<file path="src/rpi_bus_pkg.sv">
// #########################################################################
// host bus constants for the parallel peripheral: bus width, halfwords per
// data word and error counter width, referenced as rpi_bus_pkg::name
// #########################################################################
`default_nettype none

package rpi_bus_pkg;

	localparam int BUS_WIDTH = 16; // host data bus
	localparam int TRANSACTIONS_PER_DATA_WORD = 2; // most significant halfword first
	localparam int DATA_WIDTH = BUS_WIDTH * TRANSACTIONS_PER_DATA_WORD;
	localparam int ERROR_COUNT_WIDTH = 8; // counters wrap

endpackage

`default_nettype wire

</file>
<file path="src/register_map_pkg.sv">
// #########################################################################
// register map of the peripheral: bank layout, status bank offsets and
// the address word, which decodes either flat or as bank plus offset
// #########################################################################
`default_nettype none

package register_map_pkg;

	localparam int BANK_BITS = 2; // four banks
	localparam int NUMBER_OF_BANKS = 2 ** BANK_BITS;
	localparam int OFFSET_WIDTH = rpi_bus_pkg::BUS_WIDTH - BANK_BITS;

	localparam logic [BANK_BITS-1:0] STATUS_BANK = 2'd3; // read only

	// rows of the status bank
	localparam logic [OFFSET_WIDTH-1:0] READ_ERRORS_OFFSET = 'd0;
	localparam logic [OFFSET_WIDTH-1:0] WRITE_ERRORS_OFFSET = 'd1;
	localparam logic [OFFSET_WIDTH-1:0] ADDRESS_ERRORS_OFFSET = 'd2;

	typedef struct packed {
		logic [BANK_BITS-1:0] bank; // top address bits
		logic [OFFSET_WIDTH-1:0] offset;
	} bank_offset_t;

	// flat view is loaded from the bus and incremented,
	// field view selects the bank and the row
	typedef union packed {
		logic [rpi_bus_pkg::BUS_WIDTH-1:0] flat;
		bank_offset_t field;
	} register_address_t;

endpackage

`default_nettype wire

</file>
<file path="src/register_access_if.sv">
// #########################################################################
// register access between the bus engine and the bank memory; the bus
// engine drives address, strobes, write data and counts, memory answers
// #########################################################################
`timescale 1ns/10ps
`default_nettype none

interface register_access_if;

	register_map_pkg::register_address_t address;
	logic [register_map_pkg::NUMBER_OF_BANKS-1:0] write_strobe; // one clock per word
	logic [rpi_bus_pkg::DATA_WIDTH-1:0] write_data;
	logic [rpi_bus_pkg::DATA_WIDTH-1:0] read_data; // combinational from address
	logic [rpi_bus_pkg::ERROR_COUNT_WIDTH-1:0] read_errors;
	logic [rpi_bus_pkg::ERROR_COUNT_WIDTH-1:0] write_errors;
	logic [rpi_bus_pkg::ERROR_COUNT_WIDTH-1:0] address_errors;

	modport bus_side (
		output address, write_strobe, write_data,
		output read_errors, write_errors, address_errors,
		input read_data
	);

	modport memory_side (
		input address, write_strobe, write_data,
		input read_errors, write_errors, address_errors,
		output read_data
	);

endinterface

`default_nettype wire

</file>
<file path="src/pollable_bank_memory.sv">
// #########################################################################
// bank memory behind the bus engine: three writable banks of 32-bit rows
// plus a read-only status bank with the protocol error counters
// #########################################################################
`timescale 1ns/10ps
`default_nettype none

module pollable_bank_memory #(
	parameter int OFFSET_BITS = 4 // rows per bank as a power of two
) (
	input logic clock,
	input logic reset,
	register_access_if.memory_side regs
);

	localparam int DW = rpi_bus_pkg::DATA_WIDTH;
	localparam int ROWS = 2 ** OFFSET_BITS;
	localparam int WRITABLE_BANKS = int'(register_map_pkg::STATUS_BANK); // banks below status

	logic [DW-1:0] rows [WRITABLE_BANKS][ROWS];
	logic [register_map_pkg::BANK_BITS-1:0] bank;
	logic [OFFSET_BITS-1:0] row;

	assign bank = regs.address.field.bank;
	assign row = regs.address.field.offset[OFFSET_BITS-1:0]; // upper offset bits alias

	always_ff @(posedge clock) begin
		if (reset) begin
			for (int b = 0; b < WRITABLE_BANKS; b++) begin
				for (int r = 0; r < ROWS; r++) begin
					rows[b][r] <= '0;
				end
			end
		end else begin
			// strobe bit of the status bank has no array behind it
			for (int b = 0; b < WRITABLE_BANKS; b++) begin
				if (regs.write_strobe[b]) begin
					rows[b][row] <= regs.write_data;
				end
			end
		end
	end

	always_comb begin
		regs.read_data = '0;
		if (bank == register_map_pkg::STATUS_BANK) begin
			case (regs.address.field.offset)
				register_map_pkg::READ_ERRORS_OFFSET: begin
					regs.read_data = DW'(regs.read_errors);
				end
				register_map_pkg::WRITE_ERRORS_OFFSET: begin
					regs.read_data = DW'(regs.write_errors);
				end
				register_map_pkg::ADDRESS_ERRORS_OFFSET: begin
					regs.read_data = DW'(regs.address_errors);
				end
				default: begin
					regs.read_data = '0; // unused status rows
				end
			endcase
		end else begin
			regs.read_data = rows[bank][row];
		end
	end

endmodule

`default_nettype wire

</file>
<file path="src/flat_wrapper.sv">
// flat-port wrapper written by rule: the top's interface ports become plain ports
module pollable_bank_memory_flat 
#(
	parameter int OFFSET_BITS = 4                                   
)
  (clock, reset, regs_address, regs_write_strobe, regs_write_data, regs_read_errors, regs_write_errors, regs_address_errors, regs_read_data);
  register_access_if regs_i ();
  input logic clock;
  input logic reset;
  input wire logic [$bits(regs_i.address)-1:0] regs_address;
  input wire logic [$bits(regs_i.write_strobe)-1:0] regs_write_strobe;
  input wire logic [$bits(regs_i.write_data)-1:0] regs_write_data;
  input wire logic [$bits(regs_i.read_errors)-1:0] regs_read_errors;
  input wire logic [$bits(regs_i.write_errors)-1:0] regs_write_errors;
  input wire logic [$bits(regs_i.address_errors)-1:0] regs_address_errors;
  output wire logic [$bits(regs_i.read_data)-1:0] regs_read_data;
  assign regs_i.address = regs_address;
  assign regs_i.write_strobe = regs_write_strobe;
  assign regs_i.write_data = regs_write_data;
  assign regs_i.read_errors = regs_read_errors;
  assign regs_i.write_errors = regs_write_errors;
  assign regs_i.address_errors = regs_address_errors;
  assign regs_read_data = regs_i.read_data;
  pollable_bank_memory #(.OFFSET_BITS(OFFSET_BITS)) u_core (.clock(clock), .reset(reset), .regs(regs_i));
endmodule
</file>
<file path="config.mk">
export PLATFORM = sky130hd
export DESIGN_NAME = pollable_bank_memory_flat
export DESIGN_NICKNAME = d
export VERILOG_FILES = /design/src/rpi_bus_pkg.sv /design/src/register_map_pkg.sv /design/src/register_access_if.sv /design/src/pollable_bank_memory.sv /design/src/flat_wrapper.sv
export SDC_FILE = /design/constraint.sdc
export NUM_CORES = 2
export LEC_CHECK = 0
export BUFFER_PORTS_ARGS = -buffer_cell sky130_fd_sc_hd__buf_2
export CAP_MARGIN = 25
export CELL_PAD_IN_SITES_DETAIL_PLACEMENT = 0
export CELL_PAD_IN_SITES_GLOBAL_PLACEMENT = 2
export CORE_AREA = 8 8 408 410
export CTS_CLUSTER_SIZE = 20
export DETAILED_ROUTE_END_ITERATION = 8
export DIE_AREA = 0 0 416 418
export GPL_TIMING_DRIVEN = 0
export PLACE_DENSITY_LB_ADDON = 0.05
export SKIP_LAST_GASP = 1
export SLEW_MARGIN = 30
export SYNTH_ARGS = -nofsm -noshare
export SYNTH_HDL_FRONTEND = slang
export SYNTH_SLANG_ARGS = --single-unit
</file>
<file path="constraint.sdc">
create_clock -name clock -period 5.3 [get_ports clock]
set_input_delay 0.53 -clock clock [delete_from_list [all_inputs] [get_ports clock]]
set_output_delay 0.53 -clock clock [all_outputs]
set_load 0.05 [all_outputs]
</file>
======== Yosys cells after proc, flatten, opt, wreduce, memory -nomap -nowiden ========
Memories as Yosys holds them, arrays and structs flattened.
Index checks and enable logic that the tools add are counted.
word-level totals
  flip-flop bits (word level) ............. 0
  memory bits (writable) .................. 1536
  bits of input ports ..................... 78
  output and inout bits ................... 32
  word-level logic and storage cells ...... 3099
  memories kept ........................... 1
operators by class
  $lt $le $gt $ge ......................... 2
  eq/ne operators ......................... 3
  mux-type cells .......................... 1554
  bitwise operators ....................... 1537
  reduce and logical (&&, ||, !) cells .... 2
memories
  name         words  width  read ports  clocked after memory_dff  wr ports  RTL line                    source
  u_core.rows  3      512    1           0                         3         pollable_bank_memory.sv:20  logic [DW-1:0] rows [WRITABLE_BANKS][ROWS];
operator list
  kind                                                                          number
  1-bit two-way mux                                                             1544
  512-bit two-way mux                                                           3
  1-bit OR                                                                      1536
  32-bit binary-select mux with 4-bit select                                    1
  32-bit demux with 4-bit select                                                1
  32-bit two-way mux                                                            4
  8-bit case mux with 3 select lines                                            1
  14-bit by 1-bit equality test with 1-bit output, second input constant        1
  14-bit by 2-bit equality test with 1-bit output, second input constant        1
  14-bit zero test                                                              1
  5-bit >= comparator, second input constant                                    1
  5-bit by 1-bit less-than comparator with 1-bit output, second input constant  1
  4-bit NOT with 5-bit output                                                   1
  2-bit equality test, second input constant                                    1
  1-bit logical AND                                                             1

======== Depth between registers and ports, before layout ========
  depth after elaboration ................. 7
  mapped depth ............................ 10
  mapped depth without buffers ............ 6

======== Least setup slack after synthesis ========
No wires, ideal clock.
  path type ............................... input -> output
  start ................................... input port regs_address[1]
  end ..................................... output port regs_read_data[26]
  arrival time ............................ 2.577 ns
  required time ........................... 4.770 ns
  setup slack ............................. 2.193 ns
  cell stages on the path ................. 9
  path buffers ............................ 3
  cell sequence ........................... buf_4 or2_1 clkbuf_1 clkbuf_1 o22ai_1 a21oi_1 a211o_1 a21o_1 a21oi_1
between the ends
  word-level cells in the longest chain between the ends .. 5
ends and longest elaborated chain
  what                                                    RTL line                    source
  from (decl)                                             flat_wrapper.sv:10          input wire logic [$bits(regs_i.address)-1:0] regs_address;
  4-bit NOT with 5-bit output (implied by the code)       pollable_bank_memory.sv:62  regs.read_data = rows[bank][row];
  32-bit binary-select mux with 4-bit select              pollable_bank_memory.sv:62
  32-bit two-way mux (implied by the code) (2 in series)  pollable_bank_memory.sv:62
  32-bit two-way mux                                      pollable_bank_memory.sv:46  if (bank == register_map_pkg::STATUS_BANK) begin
  to (decl)                                               flat_wrapper.sv:16          output wire logic [$bits(regs_i.read_data)-1:0] regs_read_data;
No other way between the ends. The select of a mux whose other input is x is not followed.

======== Final worst setup path ========
  start ................................... input port regs_address[1]
  end ..................................... output port regs_read_data[10]
The elaborated chain is that of the path after synthesis.

==> results list <==
- Setup violation total in the final timing report: 0
- In this run the worst path has a maximum fanout of 10.
* Kind of critical path: in2out
- Worst path arrival time: 4.76 ns
- Post-Synthesis Cells: between 4,000 and 5,000
* Number of nets in the layout: between 5,000 and 6,000
- Combinational logic burns under 10% of the power.
- Area of placed instances: 74,800 µm²
* Slew @ Worst Pin: 1.13 ns
- Vias in the first global route: between 40,000 and 50,000
* Leading registers by flop count: u_core.rows: 1536 flops
- The first TritonRoute pass finished after 5 iterations.
- First-pass GRT wire length: approximately 370,000 µm
- Max-capacitance violation count: 0
- Most area-hungry cell type in the Yosys netlist: sky130_fd_sc_hd__edfxtp_1
* Die X: approximately 420 µm
- The clock net in this run drives a total of around 1,500 sinks.
* Time the final worst path needs with I/O delays and setup: 5.29 ns
* Post-synth cell types: 52
* Type of the most critical hold path: in2reg
- Die Height: about 420 µm
* Final hold violation count: 0
* 1st-iter DRT viols: around 5,000
- Final estimated routing congestion in global placement: 0.936
* Mapped cell area: 71,500 µm²
- Total global routing overflow: 0
- For this run, the number of Yosys warnings is 0.
- Final worst path period share: roughly 100%
* Sequential area share after synthesis: about 65%
- In this run the static leakage power is between 0.02 and 0.03 µW.
- Using the TritonRoute via totals, the vias-per-cell ratio works out to 5.92.
- 110 I/O pins were placed.
- Registers are responsible for between 50% and 60% of the overall power.
- The root buffer cell chosen for the clock tree is sky130_fd_sc_hd__clkbuf_16.
- For this run, the share of the core covered by cells in the final layout is around 50%.
* TritonCTS clock tree: built
* Largest register FFs: 1,536
- VDD sags by at most 379 µV.
- The clock network is responsible for ~40% of the overall power.
* Number of inserted filler cells in the final layout: approximately 14,000
* Maximum root-to-sink buffer count: 3
- Compared with the post-synthesis result, the final layout area differs by 12.1%.
- The cell that appears most often on the critical path is sky130_fd_sc_hd__buf_2.
- The number of antenna violations at the first check in global routing was 24.
* Starting density of the core: between 40 and 50%
* All-layer global routing usage: between 30% and 40%
* Run status: finished, final reports clean
* Mean routed wirelength per cell: 37.7 µm
* Number of buffers and inverters on the critical path: 5
- After synthesis, the mean cell area works out to approximately 15 µm².
- In the synthesized netlist the async set-or-reset flop fraction comes to 0%.
* Endpoint kind of the worst setup timing path: output port
- Unrepaired setup endpoints after global routing: false
* Data required time at the worst endpoint: ~4.8 ns
- The largest individual stage delay along the critical path comes from the cell sky130_fd_sc_hd__mux2i_2.
* Internal power: 21,300 µW
- Sw Share: 25.3%
* Wirelength, routed: between 200,000 and 300,000 µm
- In this design, the stage delay of the slowest critical-path cell is 0.66 ns.
- In this run the power density over the cells is around 360 nW/µm².
- Post-DP HPWL: roughly 210,000 µm
- Fin. max-slew vios: 0
- Drc violations: 0
- Setup crit start kind: input port
- Broken down by cell family, the worst path's largest delay share belongs to buffers and inverters.
* Num CTS Buffers: ~170
- Clock slew seen by the registers of the worst setup and hold paths: about 0.060 ns
- Once detail routing completed, the nets flagged for antenna violations numbered 0.
- After floorplanning, the core was sized to cover roughly 160,000 µm².
* Number of flip-flops and latches in the synthesized netlist: 1,536
- Entering global routing, the biggest net connects 33 pins.
- Psw: 7210 µW
- H-tree level count: 4
- Syn_nets: between 4,000 and 5,000
- Port Buffers: 73
* Headroom to the max-slew limit: 24.7%
- The final route contains 43,800 vias.
* Layout cell share with drive strength beyond 1: about 16%
- Leading cell types by total area after synthesis: sky130_fd_sc_hd__edfxtp_1 (65%), sky130_fd_sc_hd__and2_1 (13%), sky130_fd_sc_hd__mux4_2 (6.4%)
* Post-synth EDFFs: between 1,500 and 2,000
- Row generation in the floorplan step produced roughly 150 rows.
- The critical path goes through buf_4 -> buf_4 -> buf_2 -> buf_2 -> mux4_2 -> mux2i_2 -> o22ai_1 -> a21oi_1 -> a21oi_1 -> buf_2.
- The finished cells cover around 80,000 µm².
- Overall die area: around 170,000 µm²
* Maximum clock frequency: between 0.15 and 0.2 GHz
- More flip-flops sit in one register than any other, and that register is u_core.rows.
- The top cell type by area accounts for between 60% and 70% of the synthesized area.
* Worst hold margin: 0.282 ns
* Main synth FF type: sky130_fd_sc_hd__edfxtp_1
- Setup total negative slack on the finished layout was measured at 0 ns.
through the flow:
stage                     cells  total power, µW  setup slack (ns)
after floorplan            4908            15900              2.19
after global placement     7067            17300            -0.199
after detailed placement   7075            17300           -0.0665
after CTS                  7379            28500             0.106
after global routing       7382            29100             0.184
final                      7393            28500           0.00686
placed cells by master, fill, tap and decap left out, types with 20 or more instances in the layout:
| master | count |
|---|---|
| sky130_fd_sc_hd__o211ai_1 | 20 |
| sky130_fd_sc_hd__clkinv_1 | 41 |
| sky130_fd_sc_hd__o22ai_1 | 63 |
| sky130_fd_sc_hd__edfxtp_1 | 1536 |
| sky130_fd_sc_hd__and2_1 | 1539 |
| sky130_fd_sc_hd__clkbuf_1 | 375 |
| sky130_fd_sc_hd__or2_4 | 41 |
| sky130_fd_sc_hd__nand2_1 | 47 |
| sky130_fd_sc_hd__a22oi_1 | 25 |
| sky130_fd_sc_hd__mux4_2 | 204 |
| sky130_fd_sc_hd__nor3_2 | 43 |
| sky130_fd_sc_hd__clkbuf_2 | 23 |
| sky130_fd_sc_hd__clkinv_2 | 32 |
| sky130_fd_sc_hd__o21ai_0 | 55 |
| sky130_fd_sc_hd__buf_2 | 147 |
| sky130_fd_sc_hd__o221ai_1 | 43 |
| sky130_fd_sc_hd__mux2i_1 | 322 |
| sky130_fd_sc_hd__nor2_1 | 67 |
| sky130_fd_sc_hd__mux2_2 | 39 |
| sky130_fd_sc_hd__buf_4 | 24 |
| sky130_fd_sc_hd__clkbuf_16 | 174 |
| sky130_fd_sc_hd__a21oi_1 | 114 |
| sky130_fd_sc_hd__nand2b_1 | 25 |
| sky130_fd_sc_hd__nand3_1 | 27 |
| sky130_fd_sc_hd__buf_6 | 29 |
final timing paths:
kind	from	to	depth (start not counted)
max	regs_address[1]	regs_read_data[10]	10
min	regs_write_data[28]	u_core.rows[1][28]	2
synthesized netlist by cell type (27+ instances only):
| library cell | n |
|---|---|
| sky130_fd_sc_hd__nand2_1 | 47 |
| sky130_fd_sc_hd__mux2_2 | 39 |
| sky130_fd_sc_hd__buf_6 | 27 |
| sky130_fd_sc_hd__o221ai_1 | 44 |
| sky130_fd_sc_hd__nor2_1 | 67 |
| sky130_fd_sc_hd__or2_2 | 48 |
| sky130_fd_sc_hd__a21oi_1 | 114 |
| sky130_fd_sc_hd__o22ai_1 | 63 |
| sky130_fd_sc_hd__nand3_1 | 27 |
| sky130_fd_sc_hd__o21ai_0 | 55 |
| sky130_fd_sc_hd__mux2i_1 | 329 |
| sky130_fd_sc_hd__mux4_2 | 204 |
| sky130_fd_sc_hd__clkbuf_1 | 362 |
| sky130_fd_sc_hd__buf_2 | 69 |
| sky130_fd_sc_hd__nor3_2 | 39 |
| sky130_fd_sc_hd__edfxtp_1 | 1536 |
| sky130_fd_sc_hd__and2_1 | 1539 |
kinds of logic (layout without fill, tap and decap cells):
logic type / count (synthesis) / count (layout) / share of synthesized area [%]
simple gates: 1825 / 1825 / 15.7
compound gates: 457 / 457 / 4.31
mux: 584 / 584 / 12.1
flops: 1536 / 1536 / 64.5
buf+inv: 506 / 894 / 3.37
other cells: 0 / 11 / 0
what timing repair did:
action / in CTS / in global routing
resized for setup: 2 / 0
buffers inserted: 0 / 0
endpoints found under the setup margin: 2 / 0
hold buffers: 0 / 0
area by class of cell:
cell class	instances	area, µm²	share of cell area, %
timing repair buffer	84	563	0.702
antenna	11	27.5	0.0343
multi-input combinational	2866	23200	28.9
clock buffer	209	4490	5.60
tap	2086	2610	3.26
buffer	504	2440	3.04
inverter	2	7.51	0.00936
clock inverter	95	724	0.904
sequential	1536	46100	57.5
power by group through the flow:
stage / sequential (µW) / clock, µW / combinational [µW]
final: 14300 / 11500 / 2820
after CTS: 14300 / 11500 / 2820
after global placement: 14500 / 0 / 2770
after floorplan: 14400 / 0 / 1510
after global routing: 14300 / 11900 / 2890
after detailed placement: 14500 / 0 / 2810
routing by layer:
metal	part of all wire (%)	track usage, %
met3	6.3	4.65
met4	7.5	19.5
met5	0	0
met1	39	39.7
met2	47	51.3
No activity file was read; power rests on OpenSTA's default activity.
